[config.mk]
export PLATFORM = sky130hd
export DESIGN_NAME = zmem_top
export DESIGN_NICKNAME = d
export VERILOG_FILES = /design/src/zmem_pkg.sv /design/src/dram_sequencer.sv /design/src/mem_pager.sv /design/src/zbus_responder.sv /design/src/zbus_sampler.sv /design/src/zmem_top.sv
export VERILOG_INCLUDE_DIRS = /design/src
export SDC_FILE = /design/constraint.sdc
export NUM_CORES = 1
export LEC_CHECK = 0
export BUFFER_PORTS_ARGS = -buffer_cell sky130_fd_sc_hd__buf_2
export CORE_AREA = 5 5 101 113
export CTS_BUF_LIST = sky130_fd_sc_hd__clkbuf_8 sky130_fd_sc_hd__clkbuf_16
export DETAILED_ROUTE_END_ITERATION = 16
export DIE_AREA = 0 0 106 118
export GPL_TIMING_DRIVEN = 0
export PLACE_DENSITY = 0.67
export RECOVER_POWER = 100
export SLEW_MARGIN = 20
export SYNTH_ARGS = -nofsm -noshare
export SYNTH_HDL_FRONTEND = slang
export SYNTH_HIERARCHICAL = 1
export SYNTH_SLANG_ARGS = --single-unit
[constraint.sdc]
create_clock -name fclk -period 3.85 [get_ports fclk]
set_input_delay 0.9625 -clock fclk [delete_from_list [all_inputs] [get_ports fclk]]
set_output_delay 0.9625 -clock fclk [all_outputs]
set_load 0.02 [all_outputs]
[src/zmem_defines.svh]
// all counts are in fclk cycles; each DRAM phase must be between 1 and 7 cycles long
`ifndef ZMEM_DEFINES_SVH
`define ZMEM_DEFINES_SVH

// Z80 and DRAM bus widths
`define ZM_ADDR_W 16
`define ZM_DATA_W 8
`define ZM_DRAM_W 16
`define ZM_RA_W 8

// DRAM phase lengths
`define ZM_TRCD 2
`define ZM_TCAS 2
`define ZM_TRP 2

// memory map and paging
`define ZM_PAGE_PORT 16'h7FFD
`define ZM_BANK_WIN1 5
`define ZM_BANK_WIN2 2

`define ZM_SYNC_STAGES 2

`endif

[src/zmem_pkg.sv]
// field order of page_reg_t follows the 7FFD data byte (bank in bits 3:0, rom in 4, lock in 5)
`default_nettype none
`include "zmem_defines.svh"

package zmem_pkg;

	typedef enum logic [1:0] {mem_rd, mem_wr, io_wr, refresh} zbus_kind_e;

	typedef struct packed {
		logic [1:0]  page_sel;
		logic [13:0] offset;
	} zbus_mem_addr_t;

	typedef struct packed {
		logic [7:0] port_hi;
		logic [7:0] port_lo;
	} zbus_io_addr_t;

	// memory location on mreq cycles, port number on iorq cycles
	typedef union packed {
		zbus_mem_addr_t mem;
		zbus_io_addr_t  io;
	} zbus_addr_u;

	typedef struct packed {
		zbus_kind_e                kind;
		zbus_addr_u                addr;
		logic [`ZM_DATA_W-1:0]     wdata;
		logic                      valid;
	} zbus_req_t;

	typedef enum logic [1:0] {tgt_none, tgt_rom, tgt_dram, tgt_refresh} mem_target_e;

	typedef enum logic [1:0] {op_rd, op_wr, op_ref} dram_op_e;

	typedef struct packed {
		logic                  valid;
		dram_op_e              op;
		logic                  chip;
		logic [7:0]            row;
		logic [7:0]            col;
		logic                  lane_hi;
		logic [`ZM_DATA_W-1:0] wdata;
	} dram_cmd_t;

	typedef struct packed {
		logic       lock;
		logic       rom_sel;
		logic [3:0] bank;
	} page_reg_t;

endpackage

`default_nettype wire

[src/dram_sequencer.sv]
// accepts a command only in IDLE; refresh is CAS-before-RAS on both chips with no done pulse
`timescale 1ns/100ps
`default_nettype none
`include "zmem_defines.svh"

module dram_sequencer import zmem_pkg::*;
(
	input  logic                  fclk,
	input  logic                  reset,
	input  dram_cmd_t             cmd,
	input  logic [`ZM_DRAM_W-1:0] rd_in,
	output logic [`ZM_RA_W-1:0]   ra,
	output logic [`ZM_DRAM_W-1:0] rd_out,
	output logic                  rd_oe,
	output logic                  rwe_n,
	output logic                  rucas_n,
	output logic                  rlcas_n,
	output logic                  rras0_n,
	output logic                  rras1_n,
	output logic                  done,
	output logic [`ZM_DATA_W-1:0] rdata_byte
);

	typedef enum logic [2:0] {IDLE, RAS, CAS, PRE, REF_CAS, REF_RAS} seq_state_e;

	// last cycle index of each phase
	localparam logic [2:0] RCD_LAST = 3'(`ZM_TRCD - 1);
	localparam logic [2:0] CAS_LAST = 3'(`ZM_TCAS - 1);
	localparam logic [2:0] RP_LAST  = 3'(`ZM_TRP - 1);

	seq_state_e state;
	seq_state_e nxt_state;
	logic [2:0] cnt;
	dram_cmd_t  cur;
	logic       rw_ras;
	logic       rw_cas;
	logic       ref_cas;

	always_comb
	begin
		nxt_state = state;
		case (state)
			IDLE:
				if (cmd.valid)
					nxt_state = (cmd.op == op_ref) ? REF_CAS : RAS;
			RAS:
				if (cnt == RCD_LAST)
					nxt_state = CAS;
			CAS:
				if (cnt == CAS_LAST)
					nxt_state = PRE;
			PRE:
				if (cnt == RP_LAST)
					nxt_state = IDLE;
			REF_CAS:
				nxt_state = REF_RAS;
			REF_RAS:
				if (cnt == CAS_LAST)
					nxt_state = PRE;
			default:
				nxt_state = IDLE;
		endcase
	end

	always_ff @(posedge fclk)
	begin
		if (reset)
		begin
			state <= IDLE;
			cnt   <= '0;
		end
		else
		begin
			state <= nxt_state;
			if (state == IDLE || nxt_state != state)
				cnt <= '0;
			else
				cnt <= cnt + 3'd1;
		end
	end

	// command and read byte, latched where the FSM samples them
	always_ff @(posedge fclk)
	begin
		if (state == IDLE && cmd.valid)
			cur <= cmd;
		if (state == CAS && cnt == CAS_LAST && cur.op == op_rd)
			rdata_byte <= cur.lane_hi ? rd_in[15:8] : rd_in[7:0];
	end

	assign rw_ras  = state == RAS || state == CAS;
	assign rw_cas  = state == CAS;
	assign ref_cas = state == REF_CAS || state == REF_RAS;

	// row is already on ra in IDLE, column goes out on the last RAS cycle
	always_comb
	begin
		if (state == IDLE)
			ra = cmd.row;
		else if (state == RAS && cnt != RCD_LAST)
			ra = cur.row;
		else
			ra = cur.col;
	end

	assign rras0_n = !((rw_ras && !cur.chip) || state == REF_RAS);
	assign rras1_n = !((rw_ras && cur.chip) || state == REF_RAS);
	assign rlcas_n = !((rw_cas && !cur.lane_hi) || ref_cas);
	assign rucas_n = !((rw_cas && cur.lane_hi) || ref_cas);

	// same byte on both halves, only the selected lane is strobed
	assign rd_out = {cur.wdata, cur.wdata};
	assign rd_oe  = rw_cas && cur.op == op_wr;
	assign rwe_n  = !(rw_cas && cur.op == op_wr);

	assign done = state == PRE && cnt == RP_LAST && cur.op != op_ref;

endmodule

`default_nettype wire

[src/mem_pager.sv]
// writes below 0x4000 are dropped; once lock is set the page register holds until reset
`timescale 1ns/100ps
`default_nettype none
`include "zmem_defines.svh"

module mem_pager import zmem_pkg::*;
(
	input  logic        fclk,
	input  logic        reset,
	input  zbus_req_t   req,
	output dram_cmd_t   cmd,
	output mem_target_e target,
	output logic        hit,
	output logic        rom_page
);

	page_reg_t   page;
	logic [3:0]  bank;
	logic [17:0] byte_addr;
	logic        page_wr;
	logic        nxt_hit;
	dram_cmd_t   nxt_cmd;
	mem_target_e nxt_target;

	assign page_wr = req.valid && req.kind == io_wr &&
		{req.addr.io.port_hi, req.addr.io.port_lo} == `ZM_PAGE_PORT;

	// window 0 is rom, bank is unused there
	always_comb
	begin
		case (req.addr.mem.page_sel)
			2'd1: bank = 4'(`ZM_BANK_WIN1);
			2'd2: bank = 4'(`ZM_BANK_WIN2);
			default: bank = page.bank;
		endcase
	end

	// byte address split: chip, row, col, then lane in bit 0
	assign byte_addr = {bank, req.addr.mem.offset};

	always_comb
	begin
		nxt_cmd         = '0;
		nxt_cmd.chip    = byte_addr[17];
		nxt_cmd.row     = byte_addr[16:9];
		nxt_cmd.col     = byte_addr[8:1];
		nxt_cmd.lane_hi = byte_addr[0];
		nxt_cmd.wdata   = req.wdata;
		nxt_target      = tgt_none;
		nxt_hit         = 1'b0;
		if (req.valid)
		begin
			case (req.kind)
				mem_rd, mem_wr:
				begin
					if (req.addr.mem.page_sel == 2'd0)
					begin
						if (req.kind == mem_rd)
						begin
							nxt_target = tgt_rom;
							nxt_hit    = 1'b1;
						end
					end
					else
					begin
						nxt_target    = tgt_dram;
						nxt_hit       = 1'b1;
						nxt_cmd.valid = 1'b1;
						nxt_cmd.op    = (req.kind == mem_rd) ? op_rd : op_wr;
					end
				end
				refresh:
				begin
					nxt_target    = tgt_refresh;
					nxt_hit       = 1'b1;
					nxt_cmd.valid = 1'b1;
					nxt_cmd.op    = op_ref;
				end
				default:
					nxt_hit = 1'b0;
			endcase
		end
	end

	always_ff @(posedge fclk)
	begin
		cmd    <= nxt_cmd;
		target <= nxt_target;
		if (reset)
		begin
			cmd.valid <= 1'b0;
			hit       <= 1'b0;
			page      <= '0;
		end
		else
		begin
			hit <= nxt_hit;
			if (page_wr && !page.lock)
				page <= page_reg_t'(req.wdata[5:0]);
		end
	end

	assign rom_page = page.rom_sel;

endmodule

`default_nettype wire

[src/zbus_responder.sv]
// d_oe follows the synchronized rd strobe, so the bus is released 2 fclk after rd_n rises
`timescale 1ns/100ps
`default_nettype none
`include "zmem_defines.svh"

module zbus_responder import zmem_pkg::*;
(
	input  logic                  fclk,
	input  logic                  reset,
	input  mem_target_e           target,
	input  logic                  hit,
	input  logic                  rd_active,
	input  logic                  done,
	input  logic [`ZM_DATA_W-1:0] rdata_byte,
	input  logic [`ZM_DATA_W-1:0] rom_d,
	output logic                  wait_n,
	output logic [`ZM_DATA_W-1:0] d_out,
	output logic                  d_oe,
	output logic                  csrom,
	output logic                  romoe_n
);

	mem_target_e           cur_tgt;
	logic                  dram_rdy;
	logic [`ZM_DATA_W-1:0] dram_byte;

	// wait only for DRAM, held until the sequencer is done
	always_ff @(posedge fclk)
	begin
		if (reset)
			wait_n <= 1'b1;
		else if (done)
			wait_n <= 1'b1;
		else if (hit && target == tgt_dram)
			wait_n <= 1'b0;
	end

	// target lives until the read strobe ends and no wait is pending
	always_ff @(posedge fclk)
	begin
		if (reset)
		begin
			cur_tgt  <= tgt_none;
			dram_rdy <= 1'b0;
		end
		else
		begin
			if (hit)
				cur_tgt <= target;
			else if (!rd_active && wait_n)
				cur_tgt <= tgt_none;

			if (done)
				dram_rdy <= 1'b1;
			else if (hit)
				dram_rdy <= 1'b0;
		end
	end

	always_ff @(posedge fclk)
	begin
		if (done)
			dram_byte <= rdata_byte;
	end

	assign csrom   = cur_tgt == tgt_rom;
	assign romoe_n = !csrom;

	// rom data passes straight through, DRAM data from the latch
	assign d_out = csrom ? rom_d : dram_byte;
	assign d_oe  = rd_active && (csrom || (cur_tgt == tgt_dram && dram_rdy));

endmodule

`default_nettype wire

[src/zbus_sampler.sv]
// strobes are async to fclk; a and d_in must hold stable for the whole strobe, iorq reads are dropped
`timescale 1ns/100ps
`default_nettype none
`include "zmem_defines.svh"

module zbus_sampler import zmem_pkg::*;
(
	input  logic                  fclk,
	input  logic                  reset,
	input  logic [`ZM_ADDR_W-1:0] a,
	input  logic [`ZM_DATA_W-1:0] d_in,
	input  logic                  mreq_n,
	input  logic                  iorq_n,
	input  logic                  rd_n,
	input  logic                  wr_n,
	input  logic                  rfsh_n,
	output zbus_req_t             req,
	output logic                  rd_active
);

	// strobes as active high, order mreq iorq rd wr rfsh
	logic [4:0] strb_pin;
	logic [4:0] strb_sync [`ZM_SYNC_STAGES];
	logic       mreq_s;
	logic       iorq_s;
	logic       rd_s;
	logic       wr_s;
	logic       rfsh_s;
	logic       fire;
	logic       busy;
	zbus_kind_e kind;

	assign strb_pin = ~{mreq_n, iorq_n, rd_n, wr_n, rfsh_n};

	always_ff @(posedge fclk)
	begin
		if (reset)
		begin
			for (int i = 0; i < `ZM_SYNC_STAGES; i++)
				strb_sync[i] <= '0;
		end
		else
		begin
			strb_sync[0] <= strb_pin;
			for (int i = 1; i < `ZM_SYNC_STAGES; i++)
				strb_sync[i] <= strb_sync[i-1];
		end
	end

	assign {mreq_s, iorq_s, rd_s, wr_s, rfsh_s} = strb_sync[`ZM_SYNC_STAGES-1];

	// classify; refresh wins over a read
	always_comb
	begin
		fire = 1'b0;
		kind = mem_rd;
		if (mreq_s && rfsh_s)
		begin
			fire = 1'b1;
			kind = refresh;
		end
		else if (mreq_s && rd_s)
		begin
			fire = 1'b1;
			kind = mem_rd;
		end
		else if (mreq_s && wr_s)
		begin
			fire = 1'b1;
			kind = mem_wr;
		end
		else if (iorq_s && wr_s)
		begin
			fire = 1'b1;
			kind = io_wr;
		end
	end

	// one request per strobe, rearmed once mreq and iorq are both seen high
	always_ff @(posedge fclk)
	begin
		if (reset)
			busy <= 1'b0;
		else if (!mreq_s && !iorq_s)
			busy <= 1'b0;
		else if (fire)
			busy <= 1'b1;
	end

	always_ff @(posedge fclk)
	begin
		req.kind  <= kind;
		req.addr  <= a;
		req.wdata <= d_in;
		if (reset)
			req.valid <= 1'b0;
		else
			req.valid <= fire && !busy;
	end

	assign rd_active = mreq_s && rd_s && !rfsh_s;

endmodule

`default_nettype wire

[src/zmem_top.sv]
// data and DRAM buses are split into in, out and oe; tri-state buffers belong outside this block
`timescale 1ns/100ps
`default_nettype none
`include "zmem_defines.svh"

module zmem_top import zmem_pkg::*;
(
	input  logic                  fclk,
	input  logic                  reset,
	// Z80 bus
	input  logic [`ZM_ADDR_W-1:0] a,
	input  logic [`ZM_DATA_W-1:0] d_in,
	output logic [`ZM_DATA_W-1:0] d_out,
	output logic                  d_oe,
	input  logic                  mreq_n,
	input  logic                  iorq_n,
	input  logic                  rd_n,
	input  logic                  wr_n,
	input  logic                  rfsh_n,
	output logic                  wait_n,
	// ROM
	input  logic [`ZM_DATA_W-1:0] rom_d,
	output logic                  csrom,
	output logic                  romoe_n,
	output logic                  rom_page,
	// DRAM
	output logic [`ZM_RA_W-1:0]   ra,
	input  logic [`ZM_DRAM_W-1:0] rd_in,
	output logic [`ZM_DRAM_W-1:0] rd_out,
	output logic                  rd_oe,
	output logic                  rwe_n,
	output logic                  rucas_n,
	output logic                  rlcas_n,
	output logic                  rras0_n,
	output logic                  rras1_n
);

	zbus_req_t             req;
	dram_cmd_t             cmd;
	mem_target_e           target;
	logic                  hit;
	logic                  rd_active;
	logic                  done;
	logic [`ZM_DATA_W-1:0] rdata_byte;

	zbus_sampler u_sampler (
		.fclk      (fclk),
		.reset     (reset),
		.a         (a),
		.d_in      (d_in),
		.mreq_n    (mreq_n),
		.iorq_n    (iorq_n),
		.rd_n      (rd_n),
		.wr_n      (wr_n),
		.rfsh_n    (rfsh_n),
		.req       (req),
		.rd_active (rd_active)
	);

	mem_pager u_pager (
		.fclk     (fclk),
		.reset    (reset),
		.req      (req),
		.cmd      (cmd),
		.target   (target),
		.hit      (hit),
		.rom_page (rom_page)
	);

	dram_sequencer u_seq (
		.fclk       (fclk),
		.reset      (reset),
		.cmd        (cmd),
		.rd_in      (rd_in),
		.ra         (ra),
		.rd_out     (rd_out),
		.rd_oe      (rd_oe),
		.rwe_n      (rwe_n),
		.rucas_n    (rucas_n),
		.rlcas_n    (rlcas_n),
		.rras0_n    (rras0_n),
		.rras1_n    (rras1_n),
		.done       (done),
		.rdata_byte (rdata_byte)
	);

	zbus_responder u_resp (
		.fclk       (fclk),
		.reset      (reset),
		.target     (target),
		.hit        (hit),
		.rd_active  (rd_active),
		.done       (done),
		.rdata_byte (rdata_byte),
		.rom_d      (rom_d),
		.wait_n     (wait_n),
		.d_out      (d_out),
		.d_oe       (d_oe),
		.csrom      (csrom),
		.romoe_n    (romoe_n)
	);

endmodule

`default_nettype wire
Word-level counts from Yosys, hierarchy flattened
Memories as Yosys holds them, arrays and structs flattened.
Cells that the tools add are included.
{"block": "word_totals", "ff_bits": 120, "ramBits": 10, "in_bits": 55, "out_inout_bits": 43, "elab_cells": 151, "n_memories": 1}
{"memory": "u_sampler.strb_sync", "depth": 2, "width": 5, "rd": 2, "rd_clocked_by_memory_dff": 0, "wr": 2, "line_no": "zbus_sampler.sv:23", "rtl": "logic [4:0] strb_sync [`ZM_SYNC_STAGES];"}
{"block": "op_classes", "addsub": 1, "eq_ne": 20, "muxes": 36, "bitwise": 4, "reduce_logical": 59}
{"op": "$mux W8", "n": 4}
{"op": "$logic_and A1 B1 Y1", "n": 25}
{"op": "$mux W3", "n": 6}
{"op": "$eq A16 B15 Y1 const B", "n": 1}
{"op": "$pmux W3 S5", "n": 1}
{"op": "$logic_not A1 Y1", "n": 14}
{"op": "$mux W1", "n": 13}
{"op": "$eq A2 B2 Y1 const B", "n": 6}
{"op": "$mux W2", "n": 6}
{"op": "$reduce_or A2 Y1", "n": 6}
{"op": "$mux W5", "n": 2}
{"op": "$eq A2 B1 Y1 const B", "n": 4}
{"op": "$logic_or A1 B1 Y1", "n": 8}
{"op": "$pmux W4 S2", "n": 1}
{"op": "$eq A3 B1 Y1 const B", "n": 2}
{"op": "$eq A3 B2 Y1 const B", "n": 2}
{"op": "$eq A3 B3 Y1 const B", "n": 2}
{"op": "$logic_not A2 Y1", "n": 3}
{"op": "$pmux W3 S2", "n": 1}
{"op": "$not A5 Y5", "n": 1}
{"op": "$pmux W2 S2", "n": 1}
{"op": "$reduce_bool A2 Y1", "n": 2}
{"op": "$add A3 B1 Y3 const B", "n": 1}
{"op": "$logic_not A3 Y1", "n": 1}
{"op": "6 further kinds", "n": 7}

Logic depth before layout (Yosys ltp)
{"block": "logic_depth", "word_depth": 7, "ltp_mapped": 6, "mapped_depth_nobuf": 6}

Cells and area by module
Netlist, hierarchy kept.
{"module": "dram_sequencer", "instances": 1, "cells_per_inst": 150, "area_each_um2": 1943.1, "seq_area_each_um2": 1201.2}
{"module": "mem_pager", "instances": 1, "cells_per_inst": 87, "area_each_um2": 1081.0, "seq_area_each_um2": 760.7}
{"module": "zbus_sampler", "instances": 1, "cells_per_inst": 61, "area_each_um2": 883.3, "seq_area_each_um2": 760.7}
{"module": "zbus_responder", "instances": 1, "cells_per_inst": 39, "area_each_um2": 539.3, "seq_area_each_um2": 320.3}

Least setup slack after synthesis
Ideal clock, no wire load.
{"block": "synth_path", "kind": "reg-to-output", "from": "reg u_seq.cnt[0]", "to": "out ra[0]", "arrival_ps": 1349, "t_required_ps": 2888, "setup_slack_ps": 1539, "path_stages_with_launch": 5, "n_path_buf": 0, "cell_sequence": "dfxtp_1 -> ha_1 -> nor2b_1 -> o21ai_0 -> a31oi_1"}
{"block": "synth_via", "elab_chain_cells": 4}
{"item": "start: declaration", "line_no": "dram_sequencer.sv:33", "rtl": "logic [2:0] cnt;"}
{"item": "start signal: assignment", "line_no": "dram_sequencer.sv:78", "rtl": "cnt <= cnt + 3'd1;"}
{"item": "$ne A3 B1 Y1", "line_no": "dram_sequencer.sv:100", "rtl": "else if (state == RAS && cnt != RCD_LAST)"}
{"item": "$logic_and A1 B1 Y1", "line_no": "dram_sequencer.sv:100"}
{"item": "$mux W8", "line_no": "dram_sequencer.sv:100"}
{"item": "$mux W8", "line_no": "dram_sequencer.sv:98", "rtl": "if (state == IDLE)"}
{"item": "end: declaration", "line_no": "zmem_top.sv:27", "rtl": "output logic [`ZM_RA_W-1:0] ra,"}
No other way between the ends.

Worst setup path in the final report
{"block": "layout_path", "from": "reg u_seq.state[1]", "to": "reg u_seq/cur[25] in the netlist's numbering, enable pin"}
{"block": "layout_via", "elab_chain_cells": 2}
{"item": "start: declaration", "line_no": "dram_sequencer.sv:31", "rtl": "seq_state_e state;"}
{"item": "start signal: assignment", "line_no": "dram_sequencer.sv:74", "rtl": "state <= nxt_state;"}
{"item": "$logic_not A3 Y1", "line_no": "dram_sequencer.sv:85", "rtl": "if (state == IDLE && cmd.valid)"}
{"item": "$logic_and A1 B1 Y1", "line_no": "dram_sequencer.sv:85"}
{"item": "end signal: assignment", "line_no": "dram_sequencer.sv:86", "rtl": "cur <= cmd;"}
{"item": "end: declaration", "line_no": "dram_sequencer.sv:34", "rtl": "dram_cmd_t cur;"}
No other way between the ends.
A chain may end at the register's enable or synchronous reset.

==> run metrics <==
Setup Total Neg Slack=0 ns; R2R Path Start=u_seq/state[1]; die area=~13000 sq um; Setup Skew=roughly 0.015 ns; Max Slew Vio Count=9; Hold/Removal Path Class=register to register; nets=515; Non-Filler Instances=590; Syn Nets=397; flops & latches, synth=130; outcome=finished, violations left; Leak=2.162 nW; top achievable clock speed=324.6 MHz; antenna violations before repair=0; Max-slew headroom=-3.228%; grt ovf=0; RSZ-0062 raised after global routing=false; final antenna-violating net count=0; hold endpoint=u_pager/cmd[6]; Arrival @ worst endpoint=3.17 ns; Worst Setup End Kind=register; Post-synth top cells=86 x dfxtp_1, 44 x edfxtp_1, 26 x nor2_1; core area=10150 sq um; maximum vdd drop=0.0003613 V; met3 Use GR=5.376%; First DRT Iteration DRCs=103; via density per instance=4.732; setup violators final=0; failing checks=max-capacitance violations, max-slew violations; vias in the first global route=2877; Fin. Hold Viols=0; Post-synth EDFFs=44; largest net degree at the start of global routing=17; CP most frequent cell=clkbuf_1; Worst Tran Pin Value=~1.5 ns; leading area contributor after synthesis=dfxtp_1; Cells after Synth=337; Resized cells post-CTS=0; Synth area leaders=dfxtp_1 39%, edfxtp_1 30%, buf_4 2.9%; CP Max Fanout=14; worst hold path startpoint=u_sampler/req[7]; placed insts=559; met1 usage=14.86%; WHS Path Cells=0; diode count=0; port buffer count=97; Vias=2792; crit share post-route=80.03%; Mapped Area=4447 sq um; Total Routing Usage GR=13.42%; io pins=98; fin crit period=around 3.1 ns; GR Layer Usage met2=22.65%; Critical R2R Capture=u_seq/cur[25]; Area growth, synth to finish=24.99%; clock sink count=130; GR peak layer=met2; Cell Rows=39; Worst EP required=3.94 ns; die height=118 um; htree depth=4; post-CTS setup buffer count=0; R2R depth=4; CP max stage cell=nor4b_1; share of cells above drive strength 1=between 20 and 30%; first-pass GRT wire length=around 13 mm; slowest stage delay, CP=1.32 ns; routed len/inst=13.52 um; post-synth top area share=38.72%; Residual DRC=0; Setup Crit Path Kind=register to register; Num CTS Buffers=17; CTS tree=built; crit-path cells=clkbuf_1 > nor4b_1 > clkbuf_1 > buf_4; first drt pass iteration count=7; most common cell in the netlist=dfxtp_1; syn_area_per_cell=approximately 13 sq um; DP HPWL=5.715 mm; ys flop type=dfxtp_1; Die Width=106 um; asr flop ratio synth=0%; startpoint types=register; max_cap viols=1; Reg2Reg Setup Slack=0.77 ns; Worst-Skew Late Latency=about 0.40 ns; root buf cell=clkbuf_16; Initial Util=between 40% and 50%; CTS Hold Bufs=0; Max clock buf depth=2; sequential fraction of the synthesis area=between 60% and 70%; yosys warns=6; CTS clock-pin slew for the worst setup and hold paths=0.05 ns; final wirelength=7.979 mm; Yosys cell types=49; RePlAce Congestion=0.7662; Pwr Density=between 500 and 600 nW/um^2
## where the power goes
part / internal (W) / switching [W]
clock network: 0.000979 / 0.000554
logic: 0.0000386 / 0.0000399
registers: 0.00145 / 0.0000158
total: 0.00247 / 0.000610
## critical path, delay by kind of cell, from the launching register on
kind	cells	cell delay [ns]
buffers and inverters	3	1.13
AND/OR/NAND/NOR	1	1.32
flip-flops	1	0.31
## placed cells by master (no fill, tap or decap), drive strengths merged, types with 4 or more instances in the layout
cell type  Yosys  routed
nand3         11      11
nor2          27      27
clkinv         0       4
edfxtp        44      44
inv           11      14
buf           24      84
ha             5       5
dfxtp         86      86
mux2          18      18
nand2         21      21
a31oi          9       9
mux2i          6       6
a21oi          6       6
nand2b         6       6
o21ai         16      16
clkbuf         3      62
nor2b         12      12
## registers in the layout, summed over array words and instances (netlist names), 5 cells and up
signal and count:
u_seq/cur 20, u_seq/rd_out 8, u_pager/page 5, u_seq/rdata_byte 8, u_sampler/req 27, u_pager/cmd 29, u_sampler/strb_sync 10, u_resp/dram_byte 8
## layout make-up
cell class / instances / area [sq um]
plain buffers: 27 / 176.4
clock buffers: 20 / 489.2
clock inverters: 11 / 101.3
fillers: 889 / 4592
inverters: 11 / 41.29
multi-input cells: 169 / 1099
flip-flops and latches: 130 / 3043
well taps: 123 / 153.9
repair buffers: 99 / 454.2
## metrics by stage
stage          util, %  hold WS, ns  cell area (sq um)  setup WS (ns)  power (W)
4_1_cts          56.26       0.3249               5710         0.8868   0.003122
3_5_place_dp     50.44       0.3121               5120          1.329   0.001579
5_1_grt          54.76       0.3456               5558         0.5805   0.003199
2_1_floorplan        -       0.3096               4447          1.539   0.001532
6_report         54.76       0.3249               5558         0.7690   0.003080
3_3_place_gp     50.11       0.3115               5086          1.358   0.001575
## layer usage
layer,up-vias,routed length (um)
met2,85,4109
met3,14,474
met1,1293,3266
li1,1400,-
met4,0,129
met5,-,0
## kinds of logic after synthesis
kind of cell | share of synthesized area [%]
AND/OR/NAND/NOR | 12.52
XOR/XNOR | 0.1970
AO/OA/AOI/OAI | 5.656
flip-flops | 68.43
multiplexers | 6.500
adder cells (fa/ha/maj) | 1.407
buffers and inverters | 5.290
## how the worst max path moves through the flow
stage	from	end	slack, ns	cells after the start
final	u_seq/state[1]	u_seq/cur[25]	0.77	4
after global routing	u_seq/state[1]	u_seq/cur[14]	0.58	4
after CTS	u_seq/cnt[0]	ra[5]	0.89	5
after detailed placement	u_seq/cnt[0]	ra[4]	1.33	5
after global placement	u_seq/cnt[0]	ra[4]	1.36	5
after floorplan	u_seq/cnt[0]	ra[0]	1.54	4
Note: power is estimated with default switching activity, not from simulation.
